## src/design/mem_defs.svh

```systemverilog
`ifndef MEM_DEFS_SVH
`define MEM_DEFS_SVH

`define MEM_ADDR_W      32
`define MEM_DATA_W      32
`define MEM_PAGE_OFS_W  12
`define MEM_TLB_ENTRIES 4
`define MEM_RAM_WORDS   256

// Derived widths
`define MEM_VPN_W     (`MEM_ADDR_W - `MEM_PAGE_OFS_W)
`define MEM_TLB_IDX_W ($clog2(`MEM_TLB_ENTRIES))
`define MEM_RAM_IDX_W ($clog2(`MEM_RAM_WORDS))

`endif

```

## src/design/mem_pkg.sv

```systemverilog
package mem_pkg;

    // Memory opcodes from the execute stage
    typedef enum logic [3:0] {
        MEM_NOP,
        MEM_LD_B,
        MEM_LD_BU,
        MEM_LD_H,
        MEM_LD_HU,
        MEM_LD_W,
        MEM_ST_B,
        MEM_ST_H,
        MEM_ST_W,
        MEM_LL,
        MEM_SC
    } mem_op_e;

    // Memory exception codes
    typedef enum logic [2:0] {
        EXCP_NONE,
        EXCP_ADEM,
        EXCP_TLBR,
        EXCP_PIL,
        EXCP_PIS,
        EXCP_PPI,
        EXCP_PME
    } excp_e;

endpackage

```

## src/design/mem2_stage.sv

```systemverilog
`timescale 1ns/1ps
`include "mem_defs.svh"

module mem2_stage (
    input  logic                    clk,
    input  logic                    rst,
    input  logic                    advance_i,
    input  logic                    flush_i,
    input  logic                    valid_i,
    input  mem_pkg::mem_op_e        op_i,
    input  logic [4:0]              rd_i,
    input  logic [1:0]              ofs_i,
    input  mem_pkg::excp_e          excp_i,
    input  logic                    sc_ok_i,
    input  logic [`MEM_DATA_W-1:0]  rdata_i,
    output logic                    llbit_o,
    output logic                    wb_valid_o,
    output logic                    wb_we_o,
    output logic [4:0]              wb_rd_o,
    output logic [`MEM_DATA_W-1:0]  wb_data_o,
    output mem_pkg::excp_e          excp_o
);

    logic [`MEM_DATA_W-1:0] shifted;
    logic                   ok;
    logic                   ll_upd;
    logic                   llbit_q;

    assign shifted = rdata_i >> (8 * ofs_i);
    assign ok = valid_i && (excp_i == mem_pkg::EXCP_NONE);

    always_comb begin
        case (op_i)
            mem_pkg::MEM_LD_B:  wb_data_o = {{24{shifted[7]}}, shifted[7:0]};
            mem_pkg::MEM_LD_BU: wb_data_o = {24'b0, shifted[7:0]};
            mem_pkg::MEM_LD_H:  wb_data_o = {{16{shifted[15]}}, shifted[15:0]};
            mem_pkg::MEM_LD_HU: wb_data_o = {16'b0, shifted[15:0]};
            mem_pkg::MEM_LD_W, mem_pkg::MEM_LL: wb_data_o = rdata_i;
            mem_pkg::MEM_SC:    wb_data_o = {31'b0, sc_ok_i};
            default:            wb_data_o = '0;
        endcase
    end

    assign wb_valid_o = valid_i;
    assign wb_rd_o = rd_i;
    assign excp_o = excp_i;
    // Loads, LL and SC write rd, plain stores do not
    assign wb_we_o = ok && (op_i inside {mem_pkg::MEM_LD_B, mem_pkg::MEM_LD_BU,
                                         mem_pkg::MEM_LD_H, mem_pkg::MEM_LD_HU,
                                         mem_pkg::MEM_LD_W, mem_pkg::MEM_LL, mem_pkg::MEM_SC});

    assign ll_upd = ok && (op_i == mem_pkg::MEM_LL || op_i == mem_pkg::MEM_SC);

    // A flush kills the op in mem2 too
    always_ff @(posedge clk) begin
        if (rst) begin
            llbit_q <= 1'b0;
        end else if (advance_i && !flush_i && ll_upd) begin
            llbit_q <= (op_i == mem_pkg::MEM_LL);
        end
    end

    // Pending update forwarded so an SC right behind an LL sees it
    assign llbit_o = ll_upd ? (op_i == mem_pkg::MEM_LL) : llbit_q;

endmodule

```

## config.mk

```make
export PLATFORM = sky130hd
export DESIGN_NAME = mem2_stage
export DESIGN_NICKNAME = d
export VERILOG_FILES = /design/src/design/mem_pkg.sv /design/src/design/mem2_stage.sv
export VERILOG_INCLUDE_DIRS = /design/src /design/src/design
export SDC_FILE = /design/constraint.sdc
export NUM_CORES = 1
export LEC_CHECK = 0
export ABC_AREA = 1
export BUFFER_PORTS_ARGS = -buffer_cell sky130_fd_sc_hd__buf_4
export CAP_MARGIN = 20
export CORE_AREA = 2 2 68 54
export CTS_BUF_LIST = sky130_fd_sc_hd__clkbuf_2
export DETAILED_ROUTE_END_ITERATION = 7
export DIE_AREA = 0 0 70 56
export GPL_TIMING_DRIVEN = 0
export PLACE_DENSITY_LB_ADDON = 0.3
export SKIP_CTS_REPAIR_TIMING = 1
export SYNTH_ARGS = -nofsm -noshare
export SYNTH_HDL_FRONTEND = slang
export SYNTH_SLANG_ARGS = --single-unit
```

## constraint.sdc

```tcl
create_clock -name clk -period 0.9 [get_ports clk]
set_input_delay 0.09 -clock clk [delete_from_list [all_inputs] [get_ports clk]]
set_output_delay 0.09 -clock clk [all_outputs]
set_load 0.005 [all_outputs]
```

==> impl_metrics.ini <==
[global_routing]
grt_pass1_vias = 1595
track_usage = 0.216
grt_overflow_total = 0
grt_max_degree = 11
antenna_found_initial = 0
grt_pass1_wl_um = 7270

[layout]
layout_common_cells = buf_4 (85), nand3_1 (49), nand2_1 (35), buf_6 (29), o21ai_0 (24)
nNetsFinal = 388
top_register = llbit_q
final_common_cell = buf_4
reg.largest.list = llbit_q x1
largest_reg_flops = 1
diodes = 0
drive_gt1_frac = 0.542
area_delta_synth_final_pct = 112

[timing]
tns_ps = -8360
finalSetupViolations = 34
fin_crit_ps = 1210
rsz0062_at_grt = yes
skew_ps = 0
hold_viol = 0
slew_violations = 0
setup_ws_ps = -311
max_freq_ghz = 0.826
tightest_slew_ps = 306
min_period_over_period = 1.35
relSlewSlack = 0.796
holdWs_ps = 245

[critical_path]
slowest_delay_ps = 160
crit_path_max_fanout = 7
critical_path_buf_inv_count = 4
crit_chain = buf_8 -> buf_8 -> nand2_2 -> nand2_1 -> nand2_1 -> o21ai_2 -> nand2_4 -> buf_4 -> nand3_1 -> buf_4
cp-start-kind = primary input
cp_slowest_cell = nand2_4
crit_arrival_ps = 1120
crit_start = ofs_i[0]
critPathKind = in -> out
regToRegStartpoint = llbit_q
crit_family = buffers and inverters
cp.required_ps = 810
cp-end-kind = output port

[die]
initial_utilization = 0.366
row_count = 18
die_x_um = 70
dieArea_mm2 = 0.00392
chipHeight_um = 56
coreArea_mm2 = 0.00320
ios = 95

[flow_run]
drv_cap = 0

[worst_hold_path]
holdCritStartpoint = rst
hold_path_class = in -> reg

[outcome]
violations = setup timing
status = finished, violations left

[logic_synthesis]
avgSynthCellArea_um2 = 5.06
ys_warn_count = 0
synth_cells = 231
syn-num-nets = 283
ys_seq_area_frac = 0.0171
yosys.cell_types.count = 22
ys_ff_latch = 1
syn-cell-area_mm2 = 0.00117

[power_and_ir_drop]
ir_drop_mv = 0.400
p_per_area_mw_per_mm2 = 490
cellLeakagePower_nw = 1.37

[route]
postRouteWirelength_um = 6190
drcViolationCount = 0
vias = 2192
vias_per_cell = 5.86
drtIter0Drc = 360
wl_per_cell_um = 16.5
drtAntennaViolNets = 0
dr.pass1.iters = 6

[clocking]
path_clk_slew_ps = 0
clkLatencyLatePin_ps = 0

[placed_design]
numPortBuffers = 89
dp.final_hpwl_um = 3520
place.gp.congestion = 0.866
[per-layer routing]
| layer | track usage | vias up | wire length (um) | share of wire |
|---|---|---|---|---|
| li1 | - | 987 | - | - |
| met1 | 0.314 | 940 | 2170 | 0.35 |
| met2 | 0.352 | 221 | 2830 | 0.46 |
| met3 | 0.0272 | 44 | 879 | 0.14 |
| met4 | 0.0192 | 0 | 312 | 0.050 |
| met5 | 0 | - | 0 | 0 |
[power breakdown]
group	internal, mW	switching (mW)
logic	0.605	0.567
registers	0.0453	0.0000255
clock network	0	0
[cell usage after synthesis, drive strengths merged]
cell | n | area, um2
inv | 18 | 67.6
nand3 | 67 | 345
buf | 25 | 183
o21ai | 37 | 200
o211ai | 1 | 7.51
nor2 | 23 | 88.8
nand2 | 47 | 189
a22o | 1 | 8.76
a21oi | 7 | 35.0
o22ai | 2 | 12.5
clkbuf | 1 | 5.00
dfxtp | 1 | 20.0
o21a | 1 | 7.51
[path summary, 6_finish.rpt]
check                                     end  slack [ps]  depth (start not counted)
worst min-delay path                  llbit_q         240                          2
worst min register to register        llbit_q         450                          2
worst max-delay path            wb_data_o[19]        -310                         10
worst max register to register        llbit_q         370                          2
[cell families after synthesis]
kind of cell,Yosys count,synth area share
simple gates,137,0.533
buf+inv,44,0.218
compound gates,49,0.232
flops,1,0.0171
[through the flow]
stage / area, um2 / setup WS, ps / instances / util / total power [mW]
global route: 2480 / -399 / 374 / 0.777 / 1.28
global placement: 1890 / -485 / 360 / 0.590 / 0.881
finish: 2480 / -311 / 374 / 0.777 / 1.22
CTS: 1890 / -522 / 360 / 0.590 / 0.890
detailed placement: 1890 / -520 / 360 / 0.590 / 0.888
floorplan: 1170 / 19.5 / 231 / - / 0.441
[area by class of cell]
cell class,count,area (um2)
well taps,40,50.0
plain buffers,26,238
repair buffers,102,942
fillers,238,713
inverters,18,95.1
multi-input cells,187,1140
flip-flops and latches,1,20.0
[worst reg2reg max path, delay by kind of cell, from the launching register on]
| family | cells | cell delay, ps |
|---|---|---|
| and+or+nand+nor | 1 | 50 |
| AOI/OAI and AO/OA | 1 | 100 |
| DFF | 1 | 310 |
Power figures use the tool's default switching activity.
