`config.mk`:
```
export PLATFORM = sky130hd
export DESIGN_NAME = mem1_stage
export DESIGN_NICKNAME = d
export VERILOG_FILES = /design/src/design/mem_pkg.sv /design/src/design/mem1_stage.sv
export VERILOG_INCLUDE_DIRS = /design/src /design/src/design
export SDC_FILE = /design/constraint.sdc
export NUM_CORES = 1
export LEC_CHECK = 0
export BUFFER_PORTS_ARGS = -buffer_cell sky130_fd_sc_hd__buf_2
export CORE_ASPECT_RATIO = 1.75
export CORE_UTILIZATION = 25
export DETAILED_ROUTE_END_ITERATION = 8
export PLACE_DENSITY_LB_ADDON = 0.05
export SYNTH_ARGS = -nofsm -noshare
export SYNTH_HDL_FRONTEND = slang
export SYNTH_SLANG_ARGS = --single-unit
```
`constraint.sdc`:
```
create_clock -name clk -period 3.3 [get_ports clk]
set_input_delay 0.66 -clock clk [delete_from_list [all_inputs] [get_ports clk]]
set_output_delay 0.66 -clock clk [all_outputs]
set_load 0.03 [all_outputs]
```
`src/design/mem_defs.svh`:
```
`ifndef MEM_DEFS_SVH
`define MEM_DEFS_SVH

`define MEM_ADDR_W      32
`define MEM_DATA_W      32
`define MEM_PAGE_OFS_W  12
`define MEM_TLB_ENTRIES 4
`define MEM_RAM_WORDS   256

// Derived widths
`define MEM_VPN_W     (`MEM_ADDR_W - `MEM_PAGE_OFS_W)
`define MEM_TLB_IDX_W ($clog2(`MEM_TLB_ENTRIES))
`define MEM_RAM_IDX_W ($clog2(`MEM_RAM_WORDS))

`endif

```
`src/design/mem_pkg.sv`:
```
package mem_pkg;

    // Memory opcodes from the execute stage
    typedef enum logic [3:0] {
        MEM_NOP,
        MEM_LD_B,
        MEM_LD_BU,
        MEM_LD_H,
        MEM_LD_HU,
        MEM_LD_W,
        MEM_ST_B,
        MEM_ST_H,
        MEM_ST_W,
        MEM_LL,
        MEM_SC
    } mem_op_e;

    // Memory exception codes
    typedef enum logic [2:0] {
        EXCP_NONE,
        EXCP_ADEM,
        EXCP_TLBR,
        EXCP_PIL,
        EXCP_PIS,
        EXCP_PPI,
        EXCP_PME
    } excp_e;

endpackage

```
`src/design/mem1_stage.sv`:
```
`timescale 1ns/1ps
`include "mem_defs.svh"

module mem1_stage (
    input  logic                        clk,
    input  logic                        rst,
    input  logic                        advance_i,
    input  logic                        flush_i,
    input  logic                        valid_i,
    input  mem_pkg::mem_op_e            op_i,
    input  logic [`MEM_ADDR_W-1:0]      vaddr_i,
    input  logic [`MEM_DATA_W-1:0]      wdata_i,
    input  logic [4:0]                  rd_i,
    input  logic                        trans_en_i,
    input  logic [1:0]                  plv_i,
    output logic [`MEM_VPN_W-1:0]       tlb_vpn_o,
    input  logic                        tlb_hit_i,
    input  logic [`MEM_VPN_W-1:0]       tlb_ppn_i,
    input  logic                        tlb_v_i,
    input  logic                        tlb_d_i,
    input  logic [1:0]                  tlb_plv_i,
    input  logic                        llbit_i,
    output logic                        req_o,
    output logic                        req_we_o,
    output logic [3:0]                  req_be_o,
    output logic [`MEM_RAM_IDX_W-1:0]   req_idx_o,
    output logic [`MEM_DATA_W-1:0]      req_wdata_o,
    output logic                        m2_valid_o,
    output mem_pkg::mem_op_e            m2_op_o,
    output logic [4:0]                  m2_rd_o,
    output logic [1:0]                  m2_ofs_o,
    output mem_pkg::excp_e              m2_excp_o,
    output logic                        m2_sc_ok_o
);

    logic [`MEM_ADDR_W-1:0] paddr;
    logic [1:0]             ofs;
    logic                   is_load;
    logic                   is_store;
    logic                   sc_ok;
    logic                   do_req;
    mem_pkg::excp_e         excp;

    assign tlb_vpn_o = vaddr_i[`MEM_ADDR_W-1:`MEM_PAGE_OFS_W];
    assign paddr = trans_en_i ? {tlb_ppn_i, vaddr_i[`MEM_PAGE_OFS_W-1:0]} : vaddr_i;
    assign ofs = paddr[1:0];

    assign is_load = (op_i inside {mem_pkg::MEM_LD_B, mem_pkg::MEM_LD_BU, mem_pkg::MEM_LD_H,
                                   mem_pkg::MEM_LD_HU, mem_pkg::MEM_LD_W, mem_pkg::MEM_LL});
    assign is_store = (op_i inside {mem_pkg::MEM_ST_B, mem_pkg::MEM_ST_H, mem_pkg::MEM_ST_W,
                                    mem_pkg::MEM_SC});
    assign sc_ok = (op_i == mem_pkg::MEM_SC) && llbit_i;

    // Exception priority ADEM > TLBR > PIL/PIS > PPI > PME
    always_comb begin
        excp = mem_pkg::EXCP_NONE;
        if (valid_i && (is_load || is_store) && trans_en_i) begin
            if (plv_i == 2'd3 && vaddr_i[31]) begin
                excp = mem_pkg::EXCP_ADEM;
            end else if (!tlb_hit_i) begin
                excp = mem_pkg::EXCP_TLBR;
            end else if (!tlb_v_i) begin
                excp = is_store ? mem_pkg::EXCP_PIS : mem_pkg::EXCP_PIL;
            end else if (plv_i > tlb_plv_i) begin
                excp = mem_pkg::EXCP_PPI;
            end else if (is_store && !tlb_d_i) begin
                excp = mem_pkg::EXCP_PME;
            end
        end
    end

    // Failed SC never reaches the RAM
    assign do_req = advance_i && !flush_i && valid_i && (excp == mem_pkg::EXCP_NONE) &&
                    (is_load || (is_store && (op_i != mem_pkg::MEM_SC || sc_ok)));

    assign req_o = do_req;
    assign req_idx_o = paddr[`MEM_RAM_IDX_W+1:2];

    always_comb begin
        req_we_o = 1'b0;
        req_be_o = 4'b0000;
        req_wdata_o = '0;
        if (do_req) begin
            case (op_i)
                mem_pkg::MEM_LD_B, mem_pkg::MEM_LD_BU: req_be_o = 4'b0001 << ofs;
                mem_pkg::MEM_LD_H, mem_pkg::MEM_LD_HU: req_be_o = 4'b0011 << ofs;
                mem_pkg::MEM_LD_W, mem_pkg::MEM_LL:    req_be_o = 4'b1111;
                mem_pkg::MEM_ST_B: begin
                    req_we_o = 1'b1;
                    req_be_o = 4'b0001 << ofs;
                    req_wdata_o = {24'b0, wdata_i[7:0]} << (8 * ofs);
                end
                mem_pkg::MEM_ST_H: begin
                    req_we_o = 1'b1;
                    req_be_o = 4'b0011 << ofs;
                    req_wdata_o = {16'b0, wdata_i[15:0]} << (8 * ofs);
                end
                mem_pkg::MEM_ST_W, mem_pkg::MEM_SC: begin
                    req_we_o = 1'b1;
                    req_be_o = 4'b1111;
                    req_wdata_o = wdata_i;
                end
                default: ;
            endcase
        end
    end

    always_ff @(posedge clk) begin
        if (rst || flush_i) begin
            m2_valid_o <= 1'b0;
            m2_op_o <= mem_pkg::MEM_NOP;
            m2_excp_o <= mem_pkg::EXCP_NONE;
        end else if (advance_i) begin
            m2_valid_o <= valid_i;
            m2_op_o <= op_i;
            m2_excp_o <= excp;
        end
    end

    always_ff @(posedge clk) begin
        if (advance_i) begin
            m2_rd_o <= rd_i;
            m2_ofs_o <= ofs;
            m2_sc_ok_o <= sc_ok;
        end
    end

endmodule

```
==> flow_metrics.env <==
export IMPL_area_growth_pct=29.8
export IMPL_core_area_mm2=0.00762
export IMPL_fin_crit_sh_pct=92.6
export IMPL_cp_start_kind="primary input"
export IMPL_syn_nets=382
export IMPL_drt_initial_drc_count=77
export IMPL_slew_violations=0
export IMPL_cts_repair_resized=0
export IMPL_synth_top_family_by_area="compound AO/OA/AOI/OAI gates"
export IMPL_grt_max_degree=32
export IMPL_synth_warnings=0
export IMPL_worstPathMaxFanout=13
export IMPL_drtPass1Iterations=4
export IMPL_ir_worst_vdd_mv=0.183
export IMPL_nets=468
export IMPL_critPathArrivalTime_ns=2.40
export IMPL_seq_area_frac_synth_pct=20.1
export IMPL_cts_sinks=16
export IMPL_power_total_w=0.000721
export IMPL_endpoint_kind="output pin"
export IMPL_grt_pass1_vias=2202
export IMPL_grt_first_pass_wirelength_um=11100
export IMPL_worst_pin_slew_ns=0.598
export IMPL_cts_max_level=1
export IMPL_gp_congestion=0.763
export IMPL_num_vias=2256
export IMPL_n_fill_cell=827
export IMPL_synth_async_reset_ratio_pct=0
export IMPL_antenna_found_initial=0
export IMPL_grt_util_all_layers_pct=16.8
export IMPL_fin_ws_ns=0.243
export IMPL_stdcell_area_mm2=0.00258
export IMPL_port_buffers=112
export IMPL_max_freq_mhz=327
export IMPL_wl_um=7220
export IMPL_place_ws_ns=0.165
export IMPL_synth_fa_ha_area_share_pct=1.26
export IMPL_ys_flop_type="edfxtp_1"
export IMPL_viasPerCell=5.06
export IMPL_avgRoutedWirePerCell_um=16.2
export IMPL_setup_violations=0
export IMPL_grt_remaining_overflow=0
export IMPL_clk_pin_slew_ns=0.05
export IMPL_ys_seq_elements=16
export IMPL_route_detailed_drc=0
export IMPL_skew_ns=0
export IMPL_die_h_um=120
export IMPL_root_buffer="clkbuf_16"
export IMPL_die_x_um=69.5
export IMPL_p_per_area_mw_per_mm2=279
export IMPL_utilization_pct=33.9
export IMPL_cts_hold_buf=0
export IMPL_syn_avg_cell_area_um2=7.30
export IMPL_synth_xor_area_share_pct=0
export IMPL_start_util_pct=26.1
export IMPL_cap_violations=0
export IMPL_cts_made_buffers=3
export IMPL_synth_mux_area_share_pct=3.52
export IMPL_cp_required_ns=2.64
export IMPL_dieArea_mm2=0.00834
export IMPL_slowest_stage="o41a_1"
export IMPL_synth_top_cell_by_area="edfxtp_1"
export IMPL_yosys_area_share_simple_pct=24.2
export IMPL_synth_edf_count=8
export IMPL_clock_path_buffers=2
export IMPL_leakage_nw=1.22
export IMPL_place_area_mm2=0.00250
export IMPL_cts_tree="yes"
export IMPL_drive_gt1_share_pct=40.2
export IMPL_postSynthCellCount=273
export IMPL_synth_cell_types=45
export IMPL_tns_ns=0
export IMPL_io_pins=189
export IMPL_crit_type="in2out"
export IMPL_clock_latency_ns=0.25
export IMPL_rsz0062_at_grt="no"
export IMPL_slew_headroom_pct=59.9
export IMPL_num_antenna_cells=0
export IMPL_cpMostUsedCell="buf_2"
export IMPL_yosysTopAreaCellShare_pct=12.1
export IMPL_synth_cell_area_mm2=0.00199
export IMPL_post_cts_buffers=0
export IMPL_rows=42
export IMPL_slowest_delay_ns=0.46
export IMPL_hold_class="reg2reg"
export IMPL_synth_area_leaders="edfxtp_1, buf_4, a22oi_1"
export IMPL_ant_nets=0
export IMPL_dpl_hpwl_um=5710
export IMPL_synth_common_cells="nor3_1, buf_4, a22oi_1, inv_1, nand2_1"
export IMPL_finalCriticalPeriod_ns=3.06
export IMPL_hold_violations=0
export IMPL_status="complete, no violations"
export IMPL_crit_chain="buf_2 > o41a_1 > o211ai_1 > a41oi_2 > buf_4 > a211oi_1 > buf_2"
export IMPL_synth_compound_area_share_pct=29.6
export IMPL_synth_most_common_cell="nor3_1"
## area by class of cell
type / count / area (um^2) / area share, %
clock buffer: 4 / 88.8 / 3.44
inverter: 23 / 86.3 / 3.34
multi-input combinational: 181 / 1170 / 45.4
sequential: 16 / 400 / 15.5
tap: 88 / 110 / 4.26
timing repair buffer: 134 / 726 / 28.1
## metal layers
metal | vias up | share of wire [%] | GRT usage (%)
met5 | - | 0 | 0
met4 | 0 | 0.90 | 3.70
met3 | 6 | 4.4 | 1.60
met2 | 82 | 58 | 35.7
met1 | 1033 | 37 | 16.6
li1 | 1135 | - | -
## power by group
group          internal (W)  switching [W]
registers          0.000220     0.00000242
clock network      0.000184      0.0000767
logic             0.0000916       0.000146
total              0.000495       0.000225
## through the flow
stage | std cells | hold slack (ns)
6_report | 446 | 0.470
5_1_grt | 446 | 0.492
4_1_cts | 446 | 0.473
3_5_place_dp | 442 | 0.463
3_3_place_gp | 442 | 0.459
2_1_floorplan | 273 | 0.594
## placed cells by master, fill, tap and decap left out, types with 3 or more instances in the layout
| master | n |
|---|---|
| mux2i_1 | 7 |
| o32ai_1 | 8 |
| nand2_1 | 20 |
| edfxtp_1 | 8 |
| a21oi_1 | 12 |
| nand3_1 | 4 |
| nand2b_1 | 6 |
| nor3_1 | 34 |
| o31ai_1 | 11 |
| a22oi_1 | 24 |
| nor2b_1 | 4 |
| inv_1 | 23 |
| buf_2 | 112 |
| clkbuf_16 | 3 |
| a211oi_1 | 4 |
| nor2_1 | 11 |
| buf_4 | 22 |
| nand3b_1 | 4 |
| dfxtp_1 | 8 |
## critical path: cells and delay by family
| kind | cells | cell delay [ns] |
|---|---|---|
| buffers and inverters | 3 | 0.63 |
| AOI/OAI and AO/OA | 4 | 1.10 |
## kinds of logic after synthesis
family                   after synthesis
flip-flops                            16
AND/OR/NAND/NOR                       93
AO/OA/AOI/OAI                         79
multiplexers                           7
buffers and inverters                 76
adder cells (fa/ha/maj)                2
## path summary, 6_finish.rpt
path / from / to / slack, ns / cells after the start
setup / recovery: op_i[0] / req_be_o[3] / 0.24 / 7
hold / removal: m2_excp_o[2] / m2_excp_o[2] / 0.47 / 2
setup reg to reg: m2_op_o[2] / m2_op_o[2] / 2.71 / 2
hold reg to reg: m2_excp_o[2] / m2_excp_o[2] / 0.47 / 2
## sequential cells by signal, summed over array words and instances, names as in the netlist
name,count
m2_excp_o,3
m2_ofs_o,2
m2_op_o,4
m2_rd_o,5
m2_sc_ok_o,1
m2_valid_o,1
No activity file was read; power rests on OpenSTA's default activity.
