**src/design/mem_defs.svh**
```systemverilog
`ifndef MEM_DEFS_SVH
`define MEM_DEFS_SVH

`define MEM_ADDR_W      32
`define MEM_DATA_W      32
`define MEM_PAGE_OFS_W  12
`define MEM_TLB_ENTRIES 4
`define MEM_RAM_WORDS   256

// Derived widths
`define MEM_VPN_W     (`MEM_ADDR_W - `MEM_PAGE_OFS_W)
`define MEM_TLB_IDX_W ($clog2(`MEM_TLB_ENTRIES))
`define MEM_RAM_IDX_W ($clog2(`MEM_RAM_WORDS))

`endif

```
**src/design/dtlb.sv**
```systemverilog
`timescale 1ns/1ps
`include "mem_defs.svh"

module dtlb (
    input  logic                                clk,
    input  logic                                rst,
    input  logic [`MEM_VPN_W-1:0]               lookup_vpn_i,
    input  logic                                fill_we_i,
    input  logic [`MEM_VPN_W-1:0]               fill_vpn_i,
    input  logic [`MEM_VPN_W-1:0]               fill_ppn_i,
    input  logic                                fill_v_i,
    input  logic                                fill_d_i,
    input  logic [1:0]                          fill_plv_i,
    output logic                                hit_o,
    output logic [`MEM_VPN_W-1:0]               ppn_o,
    output logic                                v_o,
    output logic                                d_o,
    output logic [1:0]                          plv_o
);

    logic [`MEM_TLB_ENTRIES-1:0]                present_q;
    logic [`MEM_VPN_W-`MEM_TLB_IDX_W-1:0]       tag_q [`MEM_TLB_ENTRIES];
    logic [`MEM_VPN_W-1:0]                      ppn_q [`MEM_TLB_ENTRIES];
    logic [`MEM_TLB_ENTRIES-1:0]                v_q;
    logic [`MEM_TLB_ENTRIES-1:0]                d_q;
    logic [1:0]                                 plv_q [`MEM_TLB_ENTRIES];
    logic [`MEM_TLB_IDX_W-1:0]                  fill_idx;
    logic [`MEM_TLB_IDX_W-1:0]                  look_idx;

    assign fill_idx = fill_vpn_i[`MEM_TLB_IDX_W-1:0];
    assign look_idx = lookup_vpn_i[`MEM_TLB_IDX_W-1:0];

    always_ff @(posedge clk) begin
        if (rst) begin
            present_q <= '0;
        end else if (fill_we_i) begin
            present_q[fill_idx] <= 1'b1;
        end
    end

    // Entry contents, only meaningful once present
    always_ff @(posedge clk) begin
        if (fill_we_i) begin
            tag_q[fill_idx] <= fill_vpn_i[`MEM_VPN_W-1:`MEM_TLB_IDX_W];
            ppn_q[fill_idx] <= fill_ppn_i;
            v_q[fill_idx]   <= fill_v_i;
            d_q[fill_idx]   <= fill_d_i;
            plv_q[fill_idx] <= fill_plv_i;
        end
    end

    assign hit_o = present_q[look_idx] &&
                   (tag_q[look_idx] == lookup_vpn_i[`MEM_VPN_W-1:`MEM_TLB_IDX_W]);
    assign ppn_o = ppn_q[look_idx];
    assign v_o   = v_q[look_idx];
    assign d_o   = d_q[look_idx];
    assign plv_o = plv_q[look_idx];

endmodule

```
**config.mk**
```make
export PLATFORM = sky130hd
export DESIGN_NAME = dtlb
export DESIGN_NICKNAME = d
export VERILOG_FILES = /design/src/design/dtlb.sv
export VERILOG_INCLUDE_DIRS = /design/src /design/src/design
export SDC_FILE = /design/constraint.sdc
export NUM_CORES = 1
export LEC_CHECK = 0
export BUFFER_PORTS_ARGS = -buffer_cell sky130_fd_sc_hd__buf_2
export CORE_UTILIZATION = 63
export CTS_BUF_LIST = sky130_fd_sc_hd__clkbuf_8
export DETAILED_ROUTE_END_ITERATION = 12
export MAX_ROUTING_LAYER = met4
export PLACE_DENSITY = 0.9
export SYNTH_ARGS = -nofsm -noshare
export SYNTH_HDL_FRONTEND = slang
export SYNTH_SLANG_ARGS = --single-unit
```
**constraint.sdc**
```tcl
create_clock -name clk -period 10.55 [get_ports clk]
set_clock_uncertainty 0.1 [all_clocks]
set_input_delay 1.5825 -clock clk [delete_from_list [all_inputs] [get_ports clk]]
set_output_delay 1.5825 -clock clk [all_outputs]
set_load 0.1 [all_outputs]
```
==> results.md, run 1 <==
- Gr usage total: 0.220
- First-pass GRT wire length: 15400 um
- Register bit total from synthesis: 172
- Grt peak-use layer: met2
- CP Max Fanout: 43
- Clock Tree Buf Depth: 2
- Clock root buffer: clkbuf_8
- Max Clock Freq: 0.173 GHz
- Avg WL per Cell: 20.7 um
- Final period util: 0.548
- Pint: 1.09 mW
- Chip Width: 103 um
- Reg clk slew, reported paths: 0.08 ns
- Sequential fraction of design power: 0.554
- Cts bufs inserted: 17
- RSZ-0062 raised after global routing: false
- Slew @ Worst Pin: 1.12 ns
- Synth cell types: 20
- # rows: 36
- Post-Layout Cell Count: 512
- Final setup TNS: 0 ns
- Post-route DRC: 0
- Most frequent cells in the layout: edfxtp_1 (168), buf_2 (91), mux4_2 (39), clkbuf_8 (17), xor2_1 (11)
- Detailed Route WL: 10600 um
- P_sw: 0.344 mW
- Layout cells sized above 1: 0.450
- Final Setup Violations: 0
- Worst path arrival time: 4.10 ns
- Latest clock arrival within the worst-skew pair: 0.42 ns
- Design Power: 1.43 mW
- Sw Ratio: 0.240
- Met2 GRT Util: 0.330
- Hold Vio Cnt, Final: 0
- Final Max Tran Viols: 0
- DR pass1 iterations: 4
- CTS tree: done
- Met1 usage: 0.297
- GR Overflow Total: 0
- Met3 Use GR: 0.0659
- # H-tree levels: 4
- Syn Nets: 330
- Max_cap viols: 0
- Initial antenna violation count: 1
- Largest net degree at the start of global routing: 44
- CTS sink count: 172
- Initial Util: 0.655
- Placed insts: 480
- PwrDens: 192 nW/um2
- Worst Setup Start Kind: input pin
- Via density: 5.79
- Register area share after synthesis: 0.793
- Area Growth Syn to Fin: 15.7%
- Vias in the first global route: 3003
- Logic pwr share: 0.111
- PostCTS Resize Cnt: 0
- Cells after synthesis: 263
- Mapped Area: 6460 um2
- Core area: 9860 um2
- Status: completed
- IO Count: 92
- HP Class: reg -> reg
- Leakage dissipation: 2.55 nW
- Flop-to-flop setup slack: 9.83 ns
- Hold buffer count at cts: 0
- Beginning of the critical path: lookup_vpn_i[0]
- Die area: 10700 um2
- Clock power share: 0.336
- Req. time, crit path: 8.87 ns
- Most common cell after layout, fill and taps aside: edfxtp_1
- Fin crit period: 5.79 ns
- Setup Buffers After CTS: 0
- Worst setup EP type: output pin
- Reg2reg path depth: 2
- Max rail drop VDD: 128 uV
- RR Startpoint: present_q[3]$_SDFFE_PP0P_
- YS warnings: 0
- Crit path capture: hit_o
- Critical path type: in -> out
- Placer Congestion: 0.694
- Routed Antenna Nets: 0
- Syn_area_per_cell: 24.6 um2
- DP Worst Slack: 4.66 ns
- Max-slew headroom: 0.250
- Iter 0 DRT Violations: 158
- DIE HEIGHT: 103 um
- Reg-to-Reg End: present_q[3]$_SDFFE_PP0P_
- PortBufs: 91
- Fillers: 532
- HPWL after detailed placement: 6200 um
- Fin worst setup slack: 4.76 ns
- Nets: 433
- Via Count: 2965
[area by class of cell]
| cell class | count | area [um2] | share of cell area |
|---|---|---|---|
| diodes | 1 | 2.50 | 0.000335 |
| multi-input cells | 81 | 1280 | 0.171 |
| well taps | 133 | 166 | 0.0223 |
| repair buffers | 94 | 478 | 0.0639 |
| clock inverters | 14 | 193 | 0.0258 |
| clock buffers | 17 | 234 | 0.0313 |
| flip-flops and latches | 172 | 5120 | 0.685 |
[layer usage]
layer / up-vias / share of wire
li1: 1323 / -
met1: 1504 / 0.42
met2: 134 / 0.50
met3: 4 / 0.068
met4: 0 / 0.0034
met5: - / 0
[metrics by stage]
step / util / area (um2) / hold WS (ns)
floorplan: - / 6460 / 0.335
global placement: 0.714 / 7050 / 0.347
detailed placement: 0.714 / 7050 / 0.378
CTS: 0.758 / 7470 / 0.400
global route: 0.758 / 7480 / 0.433
finish: 0.758 / 7480 / 0.395
[state kept, by name (all words and copies together) (netlist names)]
signal     flops
ppn_q         80
plv_q          8
v_q            4
tag_q         72
present_q      4
d_q            4
[cell families (layout without fill, tap and decap cells)]
| kind of cell | count (synthesis) | count (layout) | synth area share |
|---|---|---|---|
| xor gates and xnor gates | 18 | 18 | 0.0244 |
| buffers and inverters | 10 | 125 | 0.0116 |
| DFF | 172 | 172 | 0.793 |
| muxes | 43 | 43 | 0.152 |
| other | 0 | 1 | 0 |
| and+or+nand+nor | 20 | 20 | 0.0190 |
[cells in the mapped netlist (all sizes together)]
| cell type | count | area (um2) |
|---|---|---|
| and3 | 1 | 6.26 |
| and3b | 1 | 8.76 |
| buf | 7 | 63.8 |
| clkbuf | 3 | 11.3 |
| dfxtp | 4 | 80.1 |
| edfxtp | 168 | 5040 |
| mux4 | 43 | 983 |
| nand2 | 1 | 3.75 |
| nand3 | 1 | 5.00 |
| nand4 | 2 | 12.5 |
| nor2 | 9 | 33.8 |
| nor3 | 2 | 20.0 |
| nor3b | 1 | 7.51 |
| nor4 | 2 | 25.0 |
| xnor2 | 7 | 61.3 |
| xor2 | 11 | 96.3 |
[worst min-delay path by stage]
stage | startpoint | endpoint | cells after the start
6_report | present_q[2]$_SDFFE_PP0P_ | present_q[2]$_SDFFE_PP0P_ | 2
5_1_grt | present_q[1]$_SDFFE_PP0P_ | present_q[1]$_SDFFE_PP0P_ | 2
4_1_cts | present_q[2]$_SDFFE_PP0P_ | present_q[2]$_SDFFE_PP0P_ | 2
3_5_place_dp | present_q[2]$_SDFFE_PP0P_ | present_q[2]$_SDFFE_PP0P_ | 2
3_3_place_gp | present_q[0]$_SDFFE_PP0P_ | present_q[0]$_SDFFE_PP0P_ | 2
2_1_floorplan | present_q[2]$_SDFFE_PP0P_ | present_q[2]$_SDFFE_PP0P_ | 2
[power groups by stage]
stage	sequential (mW)	combinational, mW	clock [mW]
2_1_floorplan	0.806	0.122	0
4_1_cts	0.794	0.160	0.489
3_5_place_dp	0.809	0.159	0
3_3_place_gp	0.806	0.157	0
6_report	0.793	0.158	0.481
5_1_grt	0.796	0.166	0.519
[worst max-delay path, cell delays in order]
cell,delay (ns)
buf_2,0.08
buf_4,0.62
mux4_2,0.60
xor2_1,0.16
nor4_2,0.28
nand3_1,0.14
nor3_2,0.19
buf_2,0.44
Power figures use the tool's default switching activity.
==> inputs of run 2 (changes only) <==
--- a/config.mk
+++ b/config.mk
@@ -7,11 +7,11 @@
 export NUM_CORES = 1
 export LEC_CHECK = 0
 export BUFFER_PORTS_ARGS = -buffer_cell sky130_fd_sc_hd__buf_2
-export CORE_UTILIZATION = 63
+export CORE_UTILIZATION = 53
 export CTS_BUF_LIST = sky130_fd_sc_hd__clkbuf_8
 export DETAILED_ROUTE_END_ITERATION = 12
 export MAX_ROUTING_LAYER = met4
-export PLACE_DENSITY = 0.9
+export PLACE_DENSITY = 0.81
 export SYNTH_ARGS = -nofsm -noshare
 export SYNTH_HDL_FRONTEND = slang
 export SYNTH_SLANG_ARGS = --single-unit
==> constraint.sdc (replaced) <==
create_clock -name clk -period 5 [get_ports clk]
set_clock_uncertainty 0.1 [all_clocks]
set_input_delay 0.75 -clock clk [delete_from_list [all_inputs] [get_ports clk]]
set_output_delay 0.75 -clock clk [all_outputs]
set_load 0.1 [all_outputs]
==> run 2 against run 1 <==
First-iteration DRC count decreased by 15%. Largest cell class unchanged. Total power rose by 110%. Largest power group unchanged. Register-to-register slack worse by 5.5 ns. Non-clock buffer count increased by 2. Highest routed layer unchanged. Clock power is 100% higher. Final cell count increased by 2.5%. Routed wire length shrank 1.8%. Utilization decreased by 12 points.
==> results.md, run 2 (synthesis results as in run 1) <==
- Status: completed
- Clock Tree Buf Depth: 2
- Vias in the first global route: 3085
- Final setup TNS: 0 ns
- DIE HEIGHT: 112 um
- Design Power: 2.97 mW
- Layout cells sized above 1: 0.459
- Cts bufs inserted: 17
- Crit path capture: hit_o
- Setup Buffers After CTS: 0
- Area Growth Syn to Fin: 15.8%
- First-pass GRT wire length: 15700 um
- CTS sink count: 172
- Routed Antenna Nets: 0
- Reg clk slew, reported paths: 0.08 ns
- Register with the most flip-flops: ppn_q
- Sequential fraction of design power: 0.563
- Worst setup EP type: output pin
- Flop-to-flop setup slack: 4.31 ns
- Placer Congestion: 0.693
- Via Count: 2923
- Crit path top cell by count: buf_2
- CP max stage cell: mux4_1
- Gr usage total: 0.181
- Max Clock Freq: 0.253 GHz
- Most common cell after layout, fill and taps aside: edfxtp_1
- Post-route DRC: 0
- PortBufs: 91
- CP cell instances: buf_2 -> buf_4 -> mux4_1 -> xnor2_1 -> nand4_1 -> nor3_2 -> buf_2
- Core area: 11700 um2
- Top flop regs: ppn_q: 80 flops, tag_q: 72 flops, plv_q: 8 flops
- Via density: 5.57
- Final period util: 0.791
- Beginning of the critical path: lookup_vpn_i[0]
- Die area: 12600 um2
- IO Count: 92
- DR pass1 iterations: 4
- Max rail drop VDD: 350 uV
- Core Util, Final: 0.642
- RSZ-0062 raised after global routing: false
- GR Overflow Total: 0
- Leakage dissipation: 2.55 nW
- CP Buf/Inv Count: 3
- Req. time, crit path: 4.15 ns
- Reg2reg path depth: 2
- Nets: 435
- Avg WL per Cell: 19.8 um
- Hold Vio Cnt, Final: 0
- HPWL after detailed placement: 6250 um
- Max FFs per register: 80
- Initial Util: 0.554
- Max_cap viols: 0
- Critical path type: in -> out
- Clock power share: 0.325
- Clock root buffer: clkbuf_8
- Max-slew headroom: 0.245
- PostCTS Resize Cnt: 0
- Most frequent cells in the layout: edfxtp_1 (168), buf_2 (91), mux4_2 (39), clkbuf_8 (17), xor2_1 (11)
- # H-tree levels: 4
- Logic pwr share: 0.112
- CTS tree: done
- Reg-to-Reg End: present_q[2]$_SDFFE_PP0P_
- Slew @ Worst Pin: 1.13 ns
- Chip Width: 112 um
- Detailed Route WL: 10400 um
- # rows: 39
- Crit-path max cell delay: 0.62 ns
- Critical path depth: 7
- Worst path arrival time: 3.10 ns
- Latest clock arrival within the worst-skew pair: 0.43 ns
- Initial antenna violation count: 1
- Kind of cell adding the most delay to the critical path: buffers and inverters
- PwrDens: 397 nW/um2
- Pint: 2.25 mW
- HP Class: reg -> reg
- Iter 0 DRT Violations: 134
- Hold buffer count at cts: 0
- Largest net degree at the start of global routing: 44
- CP Max Fanout: 22
- RR Startpoint: present_q[2]$_SDFFE_PP0P_
- Sw Ratio: 0.244
- Final Max Tran Viols: 0
- Worst Setup Start Kind: input pin
- Final Setup Violations: 0
- P_sw: 0.725 mW
- Fin crit period: 3.95 ns
[run 2: changes by cell type in the layout (fill, tap and decap cells not counted), sizes merged]
cell / change
clkinv: +7
inv: -4
clkinvlp: -1
buf: +2
bufinv: -1
[run 2: worst min-delay path by stage]
stage,startpoint,end,depth (start not counted)
finish,present_q[3]$_SDFFE_PP0P_,present_q[3]$_SDFFE_PP0P_,2
global route,rst,present_q[1]$_SDFFE_PP0P_,2
CTS,present_q[3]$_SDFFE_PP0P_,present_q[3]$_SDFFE_PP0P_,2
detailed placement,present_q[3]$_SDFFE_PP0P_,present_q[3]$_SDFFE_PP0P_,2
global placement,present_q[0]$_SDFFE_PP0P_,present_q[0]$_SDFFE_PP0P_,2
floorplan,present_q[2]$_SDFFE_PP0P_,present_q[2]$_SDFFE_PP0P_,2
[run 2: area by class of cell]
cell class	count	area (um2)
clock inverters	15	173
diodes	1	2.50
fillers	790	4180
well taps	143	179
multi-input cells	81	1280
flip-flops and latches	172	5120
repair buffers	96	493
clock buffers	17	234
[run 2: per-layer routing]
metal / track usage / up-vias / share of wire
met3: 0.0697 / 9 / 0.068
met4: 0.0542 / 0 / 0.0075
met5: - / - / 0
met1: 0.207 / 1491 / 0.41
met2: 0.298 / 99 / 0.51
li1: - / 1324 / -
[run 2: power by group through the flow]
stage	Clock [mW]	Sequential, mW	Combinational, mW
finish	0.966	1.67	0.334
global route	1.04	1.68	0.350
CTS	0.987	1.67	0.339
detailed placement	0	1.71	0.337
global placement	0	1.70	0.332
floorplan	0	1.70	0.257
[run 2: worst min-delay path, delay by kind of cell (launching register included)]
kind	cells	cell delay, ns
DFF	1	0.33
and+or+nand+nor	2	0.11
[run 2: per-stage QoR]
stage / instances / setup WS [ns] / cell area (um2) / hold slack, ns
2_1_floorplan: 263 / 0.470 / 6460 / 0.335
3_3_place_gp: 492 / 0.962 / 7080 / 0.349
6_report: 525 / 1.05 / 7480 / 0.379
3_5_place_dp: 492 / 0.979 / 7080 / 0.369
5_1_grt: 525 / 0.851 / 7480 / 0.388
4_1_cts: 524 / 0.976 / 7480 / 0.389
